==> src/logic/jackal_audio_pkg.sv <==
// coefficients are fixed Q15 values for a 768 kHz sample rate, so a different clock needs new values
package jackal_audio_pkg;

	// ------------------------------------------------------------
	// sample and arithmetic types
	// ------------------------------------------------------------

	// one signed 16-bit audio sample, as delivered by the sound source
	typedef logic signed [15:0] sample_t;

	// filter coefficient in Q15, so 32768 stands for a gain of 1.0
	// the two spare bits leave room for values just above unity
	typedef logic signed [17:0] coef_t;

	// sum of three 18x16 products, wide enough that nothing can wrap
	typedef logic signed [35:0] acc_t;

	// fractional bits of the coefficients, removed after the sum
	localparam int coef_frac = 15;

	// clamp limits applied to each section result
	localparam sample_t sample_max = 16'sh7fff;
	localparam sample_t sample_min = 16'sh8000;

	// ------------------------------------------------------------
	// decimation
	// ------------------------------------------------------------

	// 49.152 MHz divided by 64 gives a 768 kHz sample strobe
	localparam int sample_div = 64;
	localparam int cnt_w      = $clog2(sample_div);

	// the counter sits in idle while reset is high and for one clock after it
	typedef enum logic {
		idle,
		run
	} ctrl_state_t;

	// ------------------------------------------------------------
	// section coefficients
	// ------------------------------------------------------------

	// first section, pole near 0.9692 and b1 = b2 for a zero at Nyquist
	localparam coef_t lpf1_a2 = -18'sd31758;
	localparam coef_t lpf1_b1 = 18'sd505;
	localparam coef_t lpf1_b2 = 18'sd505;

	// second section, a slightly higher corner than the first
	localparam coef_t lpf2_a2 = -18'sd31544;
	localparam coef_t lpf2_b1 = 18'sd612;
	localparam coef_t lpf2_b2 = 18'sd612;

endpackage

==> src/logic/iir_1st_order.sv <==
// coefficients are fixed at elaboration and the state only advances on clocks with sample_en high
`timescale 1ns/100ps

module iir_1st_order import jackal_audio_pkg::*; #(
	parameter coef_t a2 = lpf1_a2,
	parameter coef_t b1 = lpf1_b1,
	parameter coef_t b2 = lpf1_b2
) (
	input  logic    clk,
	input  logic    reset,
	input  logic    sample_en,
	input  sample_t x,
	output sample_t y
);

	// ------------------------------------------------------------
	// section state
	// ------------------------------------------------------------

	// previous input, the previous output is y itself
	sample_t x_prev;
	sample_t y_next;

	// full precision terms of the difference equation
	acc_t    term_b1;
	acc_t    term_b2;
	acc_t    term_a2;
	acc_t    acc;
	acc_t    acc_shift;

	// ------------------------------------------------------------
	// difference equation
	// ------------------------------------------------------------

	// y[n] = b1*x[n] + b2*x[n-1] - a2*y[n-1], all in Q15
	// every operand is widened to acc_t first so the products keep their sign
	always_comb begin
		term_b1 = acc_t'(b1) * acc_t'(x);
		term_b2 = acc_t'(b2) * acc_t'(x_prev);
		term_a2 = acc_t'(a2) * acc_t'(y);
		acc     = term_b1 + term_b2 - term_a2;
	end

	// drop the Q15 fraction, arithmetic shift keeps negative values rounding down
	assign acc_shift = acc >>> coef_frac;

	// clamp to the sample range, a full scale step would otherwise wrap
	// around and produce a loud click of the opposite sign
	always_comb begin
		if (acc_shift > acc_t'(sample_max)) begin
			y_next = sample_max;
		end else if (acc_shift < acc_t'(sample_min)) begin
			y_next = sample_min;
		end else begin
			y_next = sample_t'(acc_shift);
		end
	end

	// ------------------------------------------------------------
	// state update
	// ------------------------------------------------------------

	// the output register changes on the edge that closes the strobe clock
	// which gives a cascade one sample of delay per section
	always_ff @(posedge clk) begin
		if (reset) begin
			x_prev <= '0;
			y      <= '0;
		end else if (sample_en) begin
			x_prev <= x;
			y      <= y_next;
		end
	end

endmodule

==> src/logic/jackal_audio_top.sv <==
// the inputs are levels sampled on the internal strobe, and out holds for 64 clocks between samples
`timescale 1ns/100ps

module jackal_audio_top import jackal_audio_pkg::*; (
	input  logic    clk,
	input  logic    reset,
	input  logic    select,
	input  sample_t in1,
	input  sample_t in2,
	output sample_t out
);

	// ------------------------------------------------------------
	// internal strobes
	// ------------------------------------------------------------

	// sample tick, one clock high every sample_div clocks
	logic sample_en;

	// select as it was on the last tick
	logic select_q;

	// ------------------------------------------------------------
	// control and datapath
	// ------------------------------------------------------------

	// divides the clock down and aligns select to the sample boundary
	lpf_control u_control (
		.clk      (clk),
		.reset    (reset),
		.select   (select),
		.sample_en(sample_en),
		.select_q (select_q)
	);

	// source mux, two first order sections and the tap mux
	jackal_lpf u_lpf (
		.clk      (clk),
		.reset    (reset),
		.sample_en(sample_en),
		.select_q (select_q),
		.in1      (in1),
		.in2      (in2),
		.out      (out)
	);

endmodule

==> src/logic/jackal_lpf.sv <==
// source and tap selection are plain muxes, so select_q must already be aligned to the sample strobe
`timescale 1ns/100ps

module jackal_lpf import jackal_audio_pkg::*; (
	input  logic    clk,
	input  logic    reset,
	input  logic    sample_en,
	input  logic    select_q,
	input  sample_t in1,
	input  sample_t in2,
	output sample_t out
);

	// ------------------------------------------------------------
	// source selection
	// ------------------------------------------------------------

	sample_t audio_pre_lpf1;
	sample_t audio_post_lpf1;
	sample_t audio_post_lpf2;

	// select high feeds in1 into the chain, low feeds in2
	assign audio_pre_lpf1 = select_q ? in1 : in2;

	// ------------------------------------------------------------
	// cascaded sections
	// ------------------------------------------------------------

	// first 6 dB per octave section
	iir_1st_order #(
		.a2(lpf1_a2),
		.b1(lpf1_b1),
		.b2(lpf1_b2)
	) lpf1_6db (
		.clk      (clk),
		.reset    (reset),
		.sample_en(sample_en),
		.x        (audio_pre_lpf1),
		.y        (audio_post_lpf1)
	);

	// second section runs on the registered output of the first
	// the pair together gives a 12 dB per octave roll-off
	iir_1st_order #(
		.a2(lpf2_a2),
		.b1(lpf2_b1),
		.b2(lpf2_b2)
	) lpf2_6db (
		.clk      (clk),
		.reset    (reset),
		.sample_en(sample_en),
		.x        (audio_post_lpf1),
		.y        (audio_post_lpf2)
	);

	// ------------------------------------------------------------
	// output tap
	// ------------------------------------------------------------

	// select high takes the single section, low takes the full cascade
	// both taps and select_q change on the same edge, so out moves once per sample
	assign out = select_q ? audio_post_lpf1 : audio_post_lpf2;

endmodule

==> src/logic/lpf_control.sv <==
// the strobe period is fixed by sample_div, and select is sampled only on the strobe clock
`timescale 1ns/100ps

module lpf_control import jackal_audio_pkg::*; (
	input  logic clk,
	input  logic reset,
	input  logic select,
	output logic sample_en,
	output logic select_q
);

	// ------------------------------------------------------------
	// decimation counter
	// ------------------------------------------------------------

	ctrl_state_t           state;
	logic [cnt_w-1:0]      count;

	// the state machine only exists to hold the count for one clock after reset
	// so the first strobe lands on the 64th clock after release
	always_ff @(posedge clk) begin
		if (reset) begin
			state <= idle;
			count <= '0;
		end else begin
			case (state)
				idle: begin
					// counting starts from zero on the next clock
					state <= run;
					count <= '0;
				end
				run: begin
					if (count == cnt_w'(sample_div - 1)) begin
						count <= '0;
					end else begin
						count <= count + 1'b1;
					end
				end
				default: begin
					state <= idle;
					count <= '0;
				end
			endcase
		end
	end

	// one clock wide strobe on the last count of each period
	// the idle state keeps it low through reset and the clock after it
	assign sample_en = (state == run) && (count == cnt_w'(sample_div - 1));

	// ------------------------------------------------------------
	// select register
	// ------------------------------------------------------------

	// select is taken on the same edge that updates the filter sections
	// so the source and the output tap switch on a sample boundary only
	always_ff @(posedge clk) begin
		if (reset) begin
			select_q <= 1'b0;
		end else if (sample_en) begin
			select_q <= select;
		end
	end

endmodule

==> config.mk <==
export PLATFORM = sky130hd
export DESIGN_NAME = jackal_audio_top
export DESIGN_NICKNAME = d
export VERILOG_FILES = /design/src/logic/jackal_audio_pkg.sv /design/src/logic/iir_1st_order.sv /design/src/logic/jackal_audio_top.sv /design/src/logic/jackal_lpf.sv /design/src/logic/lpf_control.sv
export SDC_FILE = /design/constraint.sdc
export NUM_CORES = 1
export LEC_CHECK = 0
export BUFFER_PORTS_ARGS = -buffer_cell sky130_fd_sc_hd__buf_2
export CELL_PAD_IN_SITES_DETAIL_PLACEMENT = 1
export CELL_PAD_IN_SITES_GLOBAL_PLACEMENT = 1
export CORE_MARGIN = 2
export CORE_UTILIZATION = 50
export CTS_CLUSTER_SIZE = 24
export DETAILED_ROUTE_END_ITERATION = 7
export PLACE_DENSITY = 0.81
export SYNTH_ARGS = -nofsm -noshare
export SYNTH_HDL_FRONTEND = slang
export SYNTH_HIERARCHICAL = 1
export SYNTH_SLANG_ARGS = --single-unit
==> constraint.sdc <==
create_clock -name clk -period 15.2 [get_ports clk]
set_clock_uncertainty 0.1 [all_clocks]
set_input_delay 3.8 -clock clk [delete_from_list [all_inputs] [get_ports clk]]
set_output_delay 3.8 -clock clk [all_outputs]
set_load 0.005 [all_outputs]
==> results.md, run 1 <==
- CP top delay family: adder cells
- Die area: 52,480 µm²
- R2r endpoint: u_lpf/lpf1_6db/y[3]
- Routed vias/inst: 5.602
- Max-cap violations: 0
- Num ports: 51
- Gr usage total: 0.2724
- Later-pin clock latency in the skew report: 0.38 ns
- Initial antenna violation count: 0
- CTS H-tree depth: 3
- Antenna cells: 0
- Final WS setup: 2.983 ns
- Number of synthesized flops with an enable pin: 0
- Post-DRT Antenna Nets: 0
- WP buf/inv: 5
- Worst setup EP type: flip-flop
- Type of origin of the critical path: flip-flop
- IO Port Bufs: 50
- Synth Instances: 2,532
- Slowest stage delay, CP: 0.80 ns
- Distinct cell type count after synthesis: 101
- Async SR Flop Fraction: 0
- Grt total ovfl: 0
- CTS resizes: 0
- Area growth from synthesis to layout: 4.786%
- Post-Syn Area: 25,330 µm²
- Cts hold-fix bufs: 0
- Hold wc startpoint: u_control/count[0]
- Reg-to-reg critical path startpoint: u_lpf/lpf1_6db/y[10]
- Largest area contributor in the netlist: fa_1
- WHS Path Cells: 1
- CTS sink cnt: 72
- Pwr/cell area: 84.01 nW/µm²
- Synth Register Bits: 72
- DRC Markers: 0
- Top cells by count, synth: 530 x ha_1, 530 x inv_1, 410 x fa_1
- Initial core utilization: 0.5060
- Mapped Nets: 3,507
- WL/cell: 21.02 µm
- Clk root buf: clkbuf_16
- Die Span X: 229.1 µm
- Die height: 229.1 µm
- Worst hold path type: flip-flop to flip-flop
- Total iterations of the first detailed-routing run: 4
- Kind of critical path: flip-flop to flip-flop
- Global placer's final weighted congestion: 0.9337
- Worst-path fanout max: 15
- Final period utilization: 0.8038
- Synth warnings: 6
- P_leak: 13.97 nW
- Top_reg_cell synth: dfxtp_1
- Drt total wl: 68.23 mm
- Fmax: 81.85 MHz
- Largest cells by area after synthesis: fa_1 32%, ha_1 26%, inv_1 7.9%
- Number of placement rows: 82
- Rel. slew slack: 0.3305
- Measured slew at the worst slew-check pin: 0.9789 ns
- CORE AREA: 50,070 µm²
- R2r worst-path depth: 38
- Layout cell share with drive strength beyond 1: 0.08081
- Layout Nets: 3,544
- Hold Crit Endpoint: u_control/count[0]
- Pre-CTS WS: 3.133 ns
- Post-DP HPWL: 58.56 mm
- Setup TNS: 0 ns
- RSZ-0062 raised after global routing: no
- Num CTS Buffers: 9
- CTS tree: done
- Global-route wire length before repair: 113.1 mm
- Largest net degree at the start of global routing: 52
- Routed vias: 18,185
- Slowest CP cell: dfxtp_1
- Clock-pin slew on the worst setup and hold paths: 0.07 ns
- Final Hold Viols: 0
- Slew Limit Fails: 0
- Minimum clock period: 12.22 ns
- Vias in the first global route: 21,423
- CP arrival: 12.35 ns
- CTS Buffer Depth: 2
- Yosys top cell area share: 0.3240
- Final setup viols: 0
- Post-CTS setup buffers: 0
- Worst reg-to-reg setup slack: 2.98 ns
- Syn Area/Cell: 10.01 µm²
- Initial DRC count: 758
- Most used cell, CP: fa_1
- Run status: completed
- Data required time of the critical path: 15.33 ns
- Post-synthesis sequential area ratio: 0.05690
- Maximum vdd drop: 0.0001478 V
[layout make-up]
type                            count  area (µm²)
Fill cell                        5709       23520
Multi-Input combinational cell   1898       21670
Inverter                          531        1993
Sequential cell                    72        1444
Tap cell                          672       840.8
Timing Repair Buffer               57       302.8
Clock buffer                        9       225.2
Clock inverter                      7       70.07
[report_power, final]
part           internal, mW  switching [mW]  leakage (nW)
registers             0.189        0.000365         0.581
logic                 0.743            1.07          13.2
clock network         0.127           0.101         0.146
[sequential cells by signal (all words and copies together), names as in the netlist]
| register | flops |
|---|---|
| u_lpf/lpf1_6db/x_prev | 16 |
| u_control/select_q | 1 |
| u_control/count | 6 |
| u_lpf/lpf2_6db/x_prev | 16 |
| u_lpf/lpf1_6db/y | 16 |
| u_lpf/lpf2_6db/y | 16 |
| u_control/state | 1 |
[cells in the final DEF, fill, tap and decap left out, drive strengths merged, types with 14 or more instances in the layout]
cell type	count
buf	57
o21ai	70
inv	531
a21oi	101
nor2	136
xnor2	115
a211oi	24
fa	410
dfxtp	72
nand2	77
nand3	25
o21a	23
nor3	25
mux2i	38
mux2	49
a21o	29
ha	530
xor2	50
or3	14
[routing by layer]
metal,up-vias,GRT usage,part of all wire
li1,8397,-,-
met1,9378,0.3227,0.41
met2,280,0.5135,0.53
met3,130,0.02577,0.025
met4,0,0.09030,0.030
met5,-,0,0
[cell families after synthesis]
family	Yosys count	share of synthesized area
buffers and inverters	562	0.08801
adders and majority gates	942	0.5866
and+or+nand+nor	348	0.06806
xor gates and xnor gates	165	0.05734
AOI/OAI and AO/OA	356	0.1019
DFF	72	0.05690
muxes	87	0.04124
[worst max path at each step]
stage                                    start              endpoint  slack (ns)  depth (start not counted)
after floorplan           u_lpf/lpf1_6db/y[15]  u_lpf/lpf1_6db/y[13]        4.18                         38
after global placement    u_lpf/lpf1_6db/y[10]   u_lpf/lpf1_6db/y[3]        3.37                         38
after detailed placement  u_lpf/lpf1_6db/y[12]   u_lpf/lpf1_6db/y[3]        3.13                         38
after CTS                 u_lpf/lpf1_6db/y[10]   u_lpf/lpf1_6db/y[3]        3.06                         38
after global routing      u_lpf/lpf1_6db/y[10]   u_lpf/lpf1_6db/y[9]        2.40                         36
final                     u_lpf/lpf1_6db/y[10]   u_lpf/lpf1_6db/y[3]        2.98                         38
[through the flow]
step	cell area [µm²]	total power, mW	std cells	util	hold slack, ns
5_1_grt	26550	2.424	3246	0.5302	0.4057
6_report	26550	2.230	3246	0.5302	0.3823
4_1_cts	26550	2.211	3246	0.5302	0.3848
2_1_floorplan	25330	1.467	2532	-	0.3414
3_3_place_gp	26250	1.832	3230	0.5243	0.3541
3_5_place_dp	26250	1.940	3230	0.5243	0.3752
(Power assumes the default switching activity.)
==> run 2: changes to the inputs <==
--- a/config.mk
+++ b/config.mk
@@ -9,7 +9,7 @@
 export CELL_PAD_IN_SITES_DETAIL_PLACEMENT = 1
 export CELL_PAD_IN_SITES_GLOBAL_PLACEMENT = 1
 export CORE_MARGIN = 2
-export CORE_UTILIZATION = 50
+export CORE_UTILIZATION = 48
 export CTS_CLUSTER_SIZE = 24
 export DETAILED_ROUTE_END_ITERATION = 7
 export PLACE_DENSITY = 0.81
==> constraint.sdc (replaced) <==
create_clock -name clk -period 11.1 [get_ports clk]
set_clock_uncertainty 0.1 [all_clocks]
set_input_delay 2.775 -clock clk [delete_from_list [all_inputs] [get_ports clk]]
set_output_delay 2.775 -clock clk [all_outputs]
set_load 0.005 [all_outputs]
==> results.md, run 2 (synthesis results as in run 1) <==
- Final WS setup: -0.05960 ns (was 2.983 ns)
- Worst setup EP type: flip-flop (unchanged)
- Clock-pin slew on the worst setup and hold paths: 0.07 ns (about the same)
- Clk root buf: clkbuf_16 (unchanged)
- Number of placement rows: 84 (was 82)
- Most common cell after layout, fill and taps aside: inv_1
- P_sw: 1.929 mW (was 1.172 mW)
- Fill cells: 5,856 (was 5,709)
- Cts hold-fix bufs: 0 (unchanged)
- IO Port Bufs: 50 (unchanged)
- Most frequent cells in the layout: 522 x inv_1, 515 x ha_1, 405 x fa_1, 134 x nor2_1, 112 x xnor2_1 (was 530 x inv_1, 530 x ha_1, 410 x fa_1, 135 x nor2_1, 114 x xnor2_1)
- Initial core utilization: 0.4840 (was 0.5060)
- Total iterations of the first detailed-routing run: 7 (was 4)
- Layout cell share with drive strength beyond 1: 0.1213 (was 0.08081)
- Num CTS Buffers: 9 (unchanged)
- Most used cell, CP: fa_1 (unchanged)
- CTS Buffer Depth: 2 (unchanged)
- Measured slew at the worst slew-check pin: 1.022 ns (was 0.9789 ns)
- Sw frac: 0.5287 (was 0.5253)
- Register area: 1458 µm² (was 1444 µm²)
- Routed vias: 19,077 (was 18,185)
- R2r endpoint: u_lpf/lpf1_6db/y[0] (was u_lpf/lpf1_6db/y[3])
- Sequential power share: 0.071 (was 0.085)
- Run status: finished, violations left (was completed)
- Final setup viols: 15 (was 0)
- Failing checks: negative setup slack
- Initial antenna violation count: 0 (unchanged)
- Slowest CP cell: fa_2 (was dfxtp_1)
- Pre-CTS WS: -0.4608 ns (was 3.133 ns)
- Initial DRC count: 971 (was 758)
- Vias in the first global route: 22,038 (was 21,423)
- Layout Nets: 3,591 (was 3,544)
- CORE AREA: 52,340 µm² (was 50,070 µm²)
- CTS H-tree depth: 3 (unchanged)
- Rel. slew slack: 0.3189 (was 0.3305)
- CP arrival: 11.30 ns (was 12.35 ns)
- CTS sink cnt: 72 (unchanged)
- Minimum clock period: 11.16 ns (was 12.22 ns)
- Later-pin clock latency in the skew report: 0.39 ns (was 0.38 ns)
- WL/cell: 22.56 µm (was 21.02 µm)
- R2r worst-path depth: 36 (was 38)
- Max-cap violations: 0 (unchanged)
- Data required time of the critical path: 11.24 ns (was 15.33 ns)
- Area growth from synthesis to layout: 8.031% (was 4.786%)
- DRC Markers: 0 (unchanged)
- Comb power frac: 0.840 (was 0.813)
- Pint: 1.719 mW (was 1.059 mW)
- Global-route wire length before repair: 115.7 mm (was 113.1 mm)
- Largest net degree at the start of global routing: 43 (was 52)
- Num ports: 51 (unchanged)
- Pwr/cell area: 133.3 nW/µm² (was 84.01 nW/µm²)
- Slew Limit Fails: 0 (unchanged)
- Setup TNS: -0.5690 ns (was 0 ns)
- Gr usage total: 0.2725 (was 0.2724)
- Die area: 54,630 µm² (was 52,480 µm²)
- Worst reg-to-reg setup slack: -0.06 ns (was 2.98 ns)
- Worst-path fanout max: 7 (was 15)
- Die height: 233.7 µm (was 229.1 µm)
- Final Hold Viols: 0 (unchanged)
- Clock network power share: 0.089 (was 0.102)
- Routed vias/inst: 5.765 (was 5.602)
- Grt total ovfl: 0 (unchanged)
- Final period utilization: 1.005 (was 0.8038)
- Fmax: 89.61 MHz (was 81.85 MHz)
- Multi-input gate area: 22,010 µm² (was 21,670 µm²)
- Global placer's final weighted congestion: 0.9260 (was 0.9337)
- Layout Utilization: 0.5229 (was 0.5302)
- Kind of critical path: flip-flop to flip-flop (unchanged)
- Worst hold path type: flip-flop to flip-flop (unchanged)
- Reg-to-reg critical path startpoint: u_lpf/lpf1_6db/y[8] (was u_lpf/lpf1_6db/y[10])
- Worst hold slack: 0.3871 ns (was 0.3823 ns)
- Antenna cells: 0 (unchanged)
- CTS tree: done (unchanged)
- Post-DRT Antenna Nets: 0 (unchanged)
- Maximum vdd drop: 0.0001995 V (was 0.0001478 V)
- Post-DP HPWL: 60.55 mm (was 58.56 mm)
- Hold wc startpoint: u_control/count[0] (unchanged)
- Die Span X: 233.7 µm (was 229.1 µm)
- Hold Crit Endpoint: u_control/count[0] (unchanged)
- Slowest stage delay, CP: 0.59 ns (was 0.80 ns)
- WHS Path Cells: 1 (unchanged)
- Type of origin of the critical path: flip-flop (unchanged)
- Drt total wl: 74.64 mm (was 68.23 mm)
- P_leak: 14.25 nW (was 13.97 nW)
==> run 2: cell count changes in the layout (fill, tap and decap cells not counted), sizes merged <==
cell / change
inv: -2
clkinv: -3
clkbuf: +4
buf: +46
clkinvlp: +2
==> run 2: metal layers <==
metal	wire, µm	part of all wire	track usage	up-vias
li1	-	-	-	8494
met5	0	0	0	-
met1	28970	0.39	0.3151	9821
met4	3302	0.044	0.1088	0
met3	2963	0.040	0.03137	236
met2	39400	0.53	0.5100	526
==> run 2: final cells by class <==
class / count / share of cell area
clock buffers: 12 / 0.009372
clock inverters: 4 / 0.001874
inverters: 531 / 0.07329
multi-input cells: 1898 / 0.8044
flip-flops and latches: 72 / 0.05326
well taps: 688 / 0.03145
repair buffers: 104 / 0.02638
==> run 2: what timing repair did <==
action / 4_1_cts / 5_1_grt
resized for setup: 25 / 61
setup buffers: 7 / 16
endpoints found under the setup margin: 16 / 16
pin swaps: 7 / 42
cloned: 0 / 1
==> run 2: power groups by stage <==
stage | clock network [mW] | logic [mW] | registers [mW]
after global routing | 0.339 | 3.25 | 0.259
final | 0.326 | 3.06 | 0.259
after global placement | 0 | 2.27 | 0.265
after detailed placement | 0 | 2.43 | 0.265
after CTS | 0.332 | 2.64 | 0.259
after floorplan | 0 | 1.74 | 0.265
==> run 2: stage by stage <==
| stage | instances | cell area [µm²] | total power, mW |
|---|---|---|---|
| 2_1_floorplan | 2532 | 25330 | 2.006 |
| 3_3_place_gp | 3269 | 26440 | 2.531 |
| 3_5_place_dp | 3269 | 26440 | 2.699 |
| 4_1_cts | 3292 | 26940 | 3.236 |
| 5_1_grt | 3309 | 27370 | 3.853 |
| 6_report | 3309 | 27370 | 3.648 |
==> run 2: worst max path at each step <==
| stage | startpoint | end | slack [ns] | depth (start not counted) |
|---|---|---|---|---|
| global placement | u_lpf/lpf1_6db/y[12] | u_lpf/lpf1_6db/y[14] | 0.11 | 37 |
| floorplan | u_lpf/lpf1_6db/y[15] | u_lpf/lpf1_6db/y[13] | 0.08 | 38 |
| finish | u_lpf/lpf1_6db/y[8] | u_lpf/lpf1_6db/y[0] | -0.06 | 36 |
| detailed placement | u_lpf/lpf1_6db/y[12] | u_lpf/lpf1_6db/y[14] | -0.46 | 38 |
| CTS | u_lpf/lpf1_6db/y[10] | u_lpf/lpf1_6db/y[10] | 0.0008 | 38 |
| global route | u_lpf/lpf1_6db/y[10] | u_lpf/lpf1_6db/y[2] | -0.30 | 39 |
==> run 2: critical path, delay by kind of cell, from the launching register on <==
kind            cells  cell delay (ns)
buf+inv             5             0.51
flops               1             0.41
fa+ha+maj          15             6.63
simple gates        2             0.48
xor+xnor            2             0.41
compound gates     12             2.45
==> run 3: changes to the inputs <==
--- a/config.mk
+++ b/config.mk
@@ -9,7 +9,7 @@
 export CELL_PAD_IN_SITES_DETAIL_PLACEMENT = 1
 export CELL_PAD_IN_SITES_GLOBAL_PLACEMENT = 1
 export CORE_MARGIN = 2
-export CORE_UTILIZATION = 48
+export CORE_UTILIZATION = 50
 export CTS_CLUSTER_SIZE = 24
 export DETAILED_ROUTE_END_ITERATION = 7
 export PLACE_DENSITY = 0.81
==> constraint.sdc (replaced) <==
create_clock -name clk -period 13.6 [get_ports clk]
set_clock_uncertainty 0.1 [all_clocks]
set_input_delay 3.4 -clock clk [delete_from_list [all_inputs] [get_ports clk]]
set_output_delay 3.4 -clock clk [all_outputs]
set_load 0.01 [all_outputs]
==> results.md, run 3 (synthesis results as in run 1) <==
- Run status: completed (was finished, violations left)
- Fill cells: 5,624 (was 5,856)
- Reg-to-reg critical path startpoint: u_lpf/lpf1_6db/y[12] (was u_lpf/lpf1_6db/y[8])
- Minimum clock period: 12.27 ns (was 11.16 ns)
- Final Hold Viols: 0 (unchanged)
- Post-DRT Antenna Nets: 0 (unchanged)
- Vias in the first global route: 21,757 (was 22,038)
- Antenna cells: 0 (unchanged)
- IO Port Bufs: 50 (unchanged)
- Multi-input gate area: 21,670 µm² (was 22,010 µm²)
- Global-route wire length before repair: 115.1 mm (was 115.7 mm)
- Clk root buf: clkbuf_16 (unchanged)
- Max-cap violations: 0 (unchanged)
- Crit path to: u_lpf/lpf1_6db/y[9] (was u_lpf/lpf1_6db/y[0])
- Drt total wl: 70.35 mm (was 74.64 mm)
- Maximum vdd drop: 0.0001563 V (was 0.0001995 V)
- # placed instances: 3,233 (was 3,269)
- Number of placement rows: 82 (was 84)
- Rel. slew slack: 0.2688 (was 0.3189)
- Cts hold-fix bufs: 0 (unchanged)
- Post-CTS setup buffers: 0 (was 7)
- RSZ-0062 raised after global routing: no
- Initial antenna violation count: 0 (unchanged)
- Fmax: 81.48 MHz (was 89.61 MHz)
- Slowest stage delay, CP: 0.71 ns (was 0.59 ns)
- Die height: 229.1 µm (was 233.7 µm)
- Worst hold slack: 0.3834 ns (was 0.3871 ns)
- CORE AREA: 50,070 µm² (was 52,340 µm²)
- Kind of critical path: flip-flop to flip-flop (unchanged)
- Slowest CP cell: dfxtp_1 (was fa_2)
- CTS resizes: 0 (was 25)
- Measured slew at the worst slew-check pin: 1.069 ns (was 1.022 ns)
- Final setup viols: 0 (was 15)
- Pwr/cell area: 95.97 nW/µm² (was 133.3 nW/µm²)
- Worst-path fanout max: 15 (was 7)
- Routed vias/inst: 5.668 (was 5.765)
- P_leak: 14.01 nW (was 14.25 nW)
- WL/cell: 21.65 µm (was 22.56 µm)
- Data required time of the critical path: 13.73 ns (was 11.24 ns)
- DRC Markers: 0 (unchanged)
- Type of origin of the critical path: flip-flop (unchanged)
- CTS H-tree depth: 3 (unchanged)
- Later-pin clock latency in the skew report: 0.39 ns (about the same)
- Worst setup EP type: flip-flop (unchanged)
- Die Span X: 229.1 µm (was 233.7 µm)
- Final Non-Filler Cells: 3,249 (was 3,309)
- Critical path startpoint: u_lpf/lpf1_6db/y[12] (was u_lpf/lpf1_6db/y[8])
- Grt total ovfl: 0 (unchanged)
- Most used cell, CP: fa_1 (unchanged)
- Layout Nets: 3,547 (was 3,591)
- R2r worst-path depth: 38 (was 36)
- Setup TNS: 0 ns (was -0.5690 ns)
- Num ports: 51 (unchanged)
- Final period utilization: 0.9024 (was 1.005)
- Initial DRC count: 796 (was 971)
- Worst hold path type: flip-flop to flip-flop (unchanged)
- Num CTS Buffers: 9 (unchanged)
- Largest net degree at the start of global routing: 52 (was 43)
- Area growth from synthesis to layout: 5.072% (was 8.031%)
- Layout cell share with drive strength beyond 1: 0.08149 (was 0.1213)
- R2r endpoint: u_lpf/lpf1_6db/y[9] (was u_lpf/lpf1_6db/y[0])
- Slew Limit Fails: 0 (unchanged)
- Gr usage total: 0.2789 (was 0.2725)
- Hold wc startpoint: u_control/count[0] (unchanged)
- CP arrival: 12.41 ns (was 11.30 ns)
- CTS tree: done (unchanged)
- Worst reg-to-reg setup slack: 1.33 ns (was -0.06 ns)
- Routed vias: 18,415 (was 19,077)
- CTS Buffer Depth: 2 (unchanged)
- Post-DP HPWL: 60.32 mm (was 60.55 mm)
- Global placer's final weighted congestion: 0.9057 (was 0.9260)
- CTS sink cnt: 72 (unchanged)
- Die area: 52,480 µm² (was 54,630 µm²)
- Most frequent cells in the layout: 530 x inv_1, 530 x ha_1, 410 x fa_1, 135 x nor2_1, 114 x xnor2_1 (was 522 x inv_1, 515 x ha_1, 405 x fa_1, 134 x nor2_1, 112 x xnor2_1)
- Initial core utilization: 0.5060 (was 0.4840)
- Register area: 1444 µm² (was 1458 µm²)
- Clock-pin slew on the worst setup and hold paths: 0.08 ns (was 0.07 ns)
- Total iterations of the first detailed-routing run: 5 (was 7)
run 3: changes by cell type in the layout (fill, tap and decap cells not counted), moves of 6 or more:
cell | before | now
a21oi_1 | 90 | 100
a21oi_2 | 9 | 1
buf_4 | 48 | 10
dfxtp_1 | 63 | 70
ha_1 | 515 | 530
ha_2 | 6 | 0
ha_4 | 9 | 0
inv_1 | 522 | 530
run 3: worst min-delay path by stage:
stage | endpoint | cells after the start
after detailed placement | u_control/count[0] | 1
after floorplan | u_control/count[0] | 1
after global routing | u_lpf/lpf1_6db/y[15] | 2
after CTS | u_control/count[0] | 1
final | u_control/count[0] | 1
after global placement | u_control/count[0] | 1
run 3: power by group:
| group | internal, mW | switching, mW |
|---|---|---|
| clock network | 0.181 | 0.126 |
| logic | 0.828 | 1.21 |
| registers | 0.211 | 0.000409 |
run 3: routing by layer:
metal,up-vias,global-route usage,routed length [µm]
li1,8399,-,-
met2,344,0.5246,37400
met1,9515,0.3249,28590
met4,0,0.1106,2669
met5,-,0,0
met3,157,0.02515,1690
run 3: layout make-up:
cell class              instances  share of cell area
repair buffers                 60             0.01222
inverters                     531             0.07488
clock buffers                  10            0.008602
flip-flops and latches         72             0.05424
clock inverters                 6            0.004372
multi-input cells            1898              0.8141
well taps                     672             0.03159
run 3: metrics by stage:
stage	utilization	cell area, µm²	worst slack [ns]	power, mW
final	0.5316	26620	1.327	2.555
after global routing	0.5316	26620	0.5264	2.747
after CTS	0.5316	26620	1.453	2.529
after detailed placement	0.5247	26270	1.504	2.176
after global placement	0.5247	26270	1.817	2.039
after floorplan	-	25330	2.575	1.639
run 3: worst max-delay path: cells and delay by family (launching register included):
| kind | cells | cell delay [ns] |
|---|---|---|
| XOR/XNOR | 2 | 0.43 |
| AO/OA/AOI/OAI | 12 | 3.03 |
| AND/OR/NAND/NOR | 4 | 0.45 |
| flip-flops | 1 | 0.71 |
| buffers and inverters | 5 | 0.67 |
| adder cells (fa/ha/maj) | 15 | 6.71 |
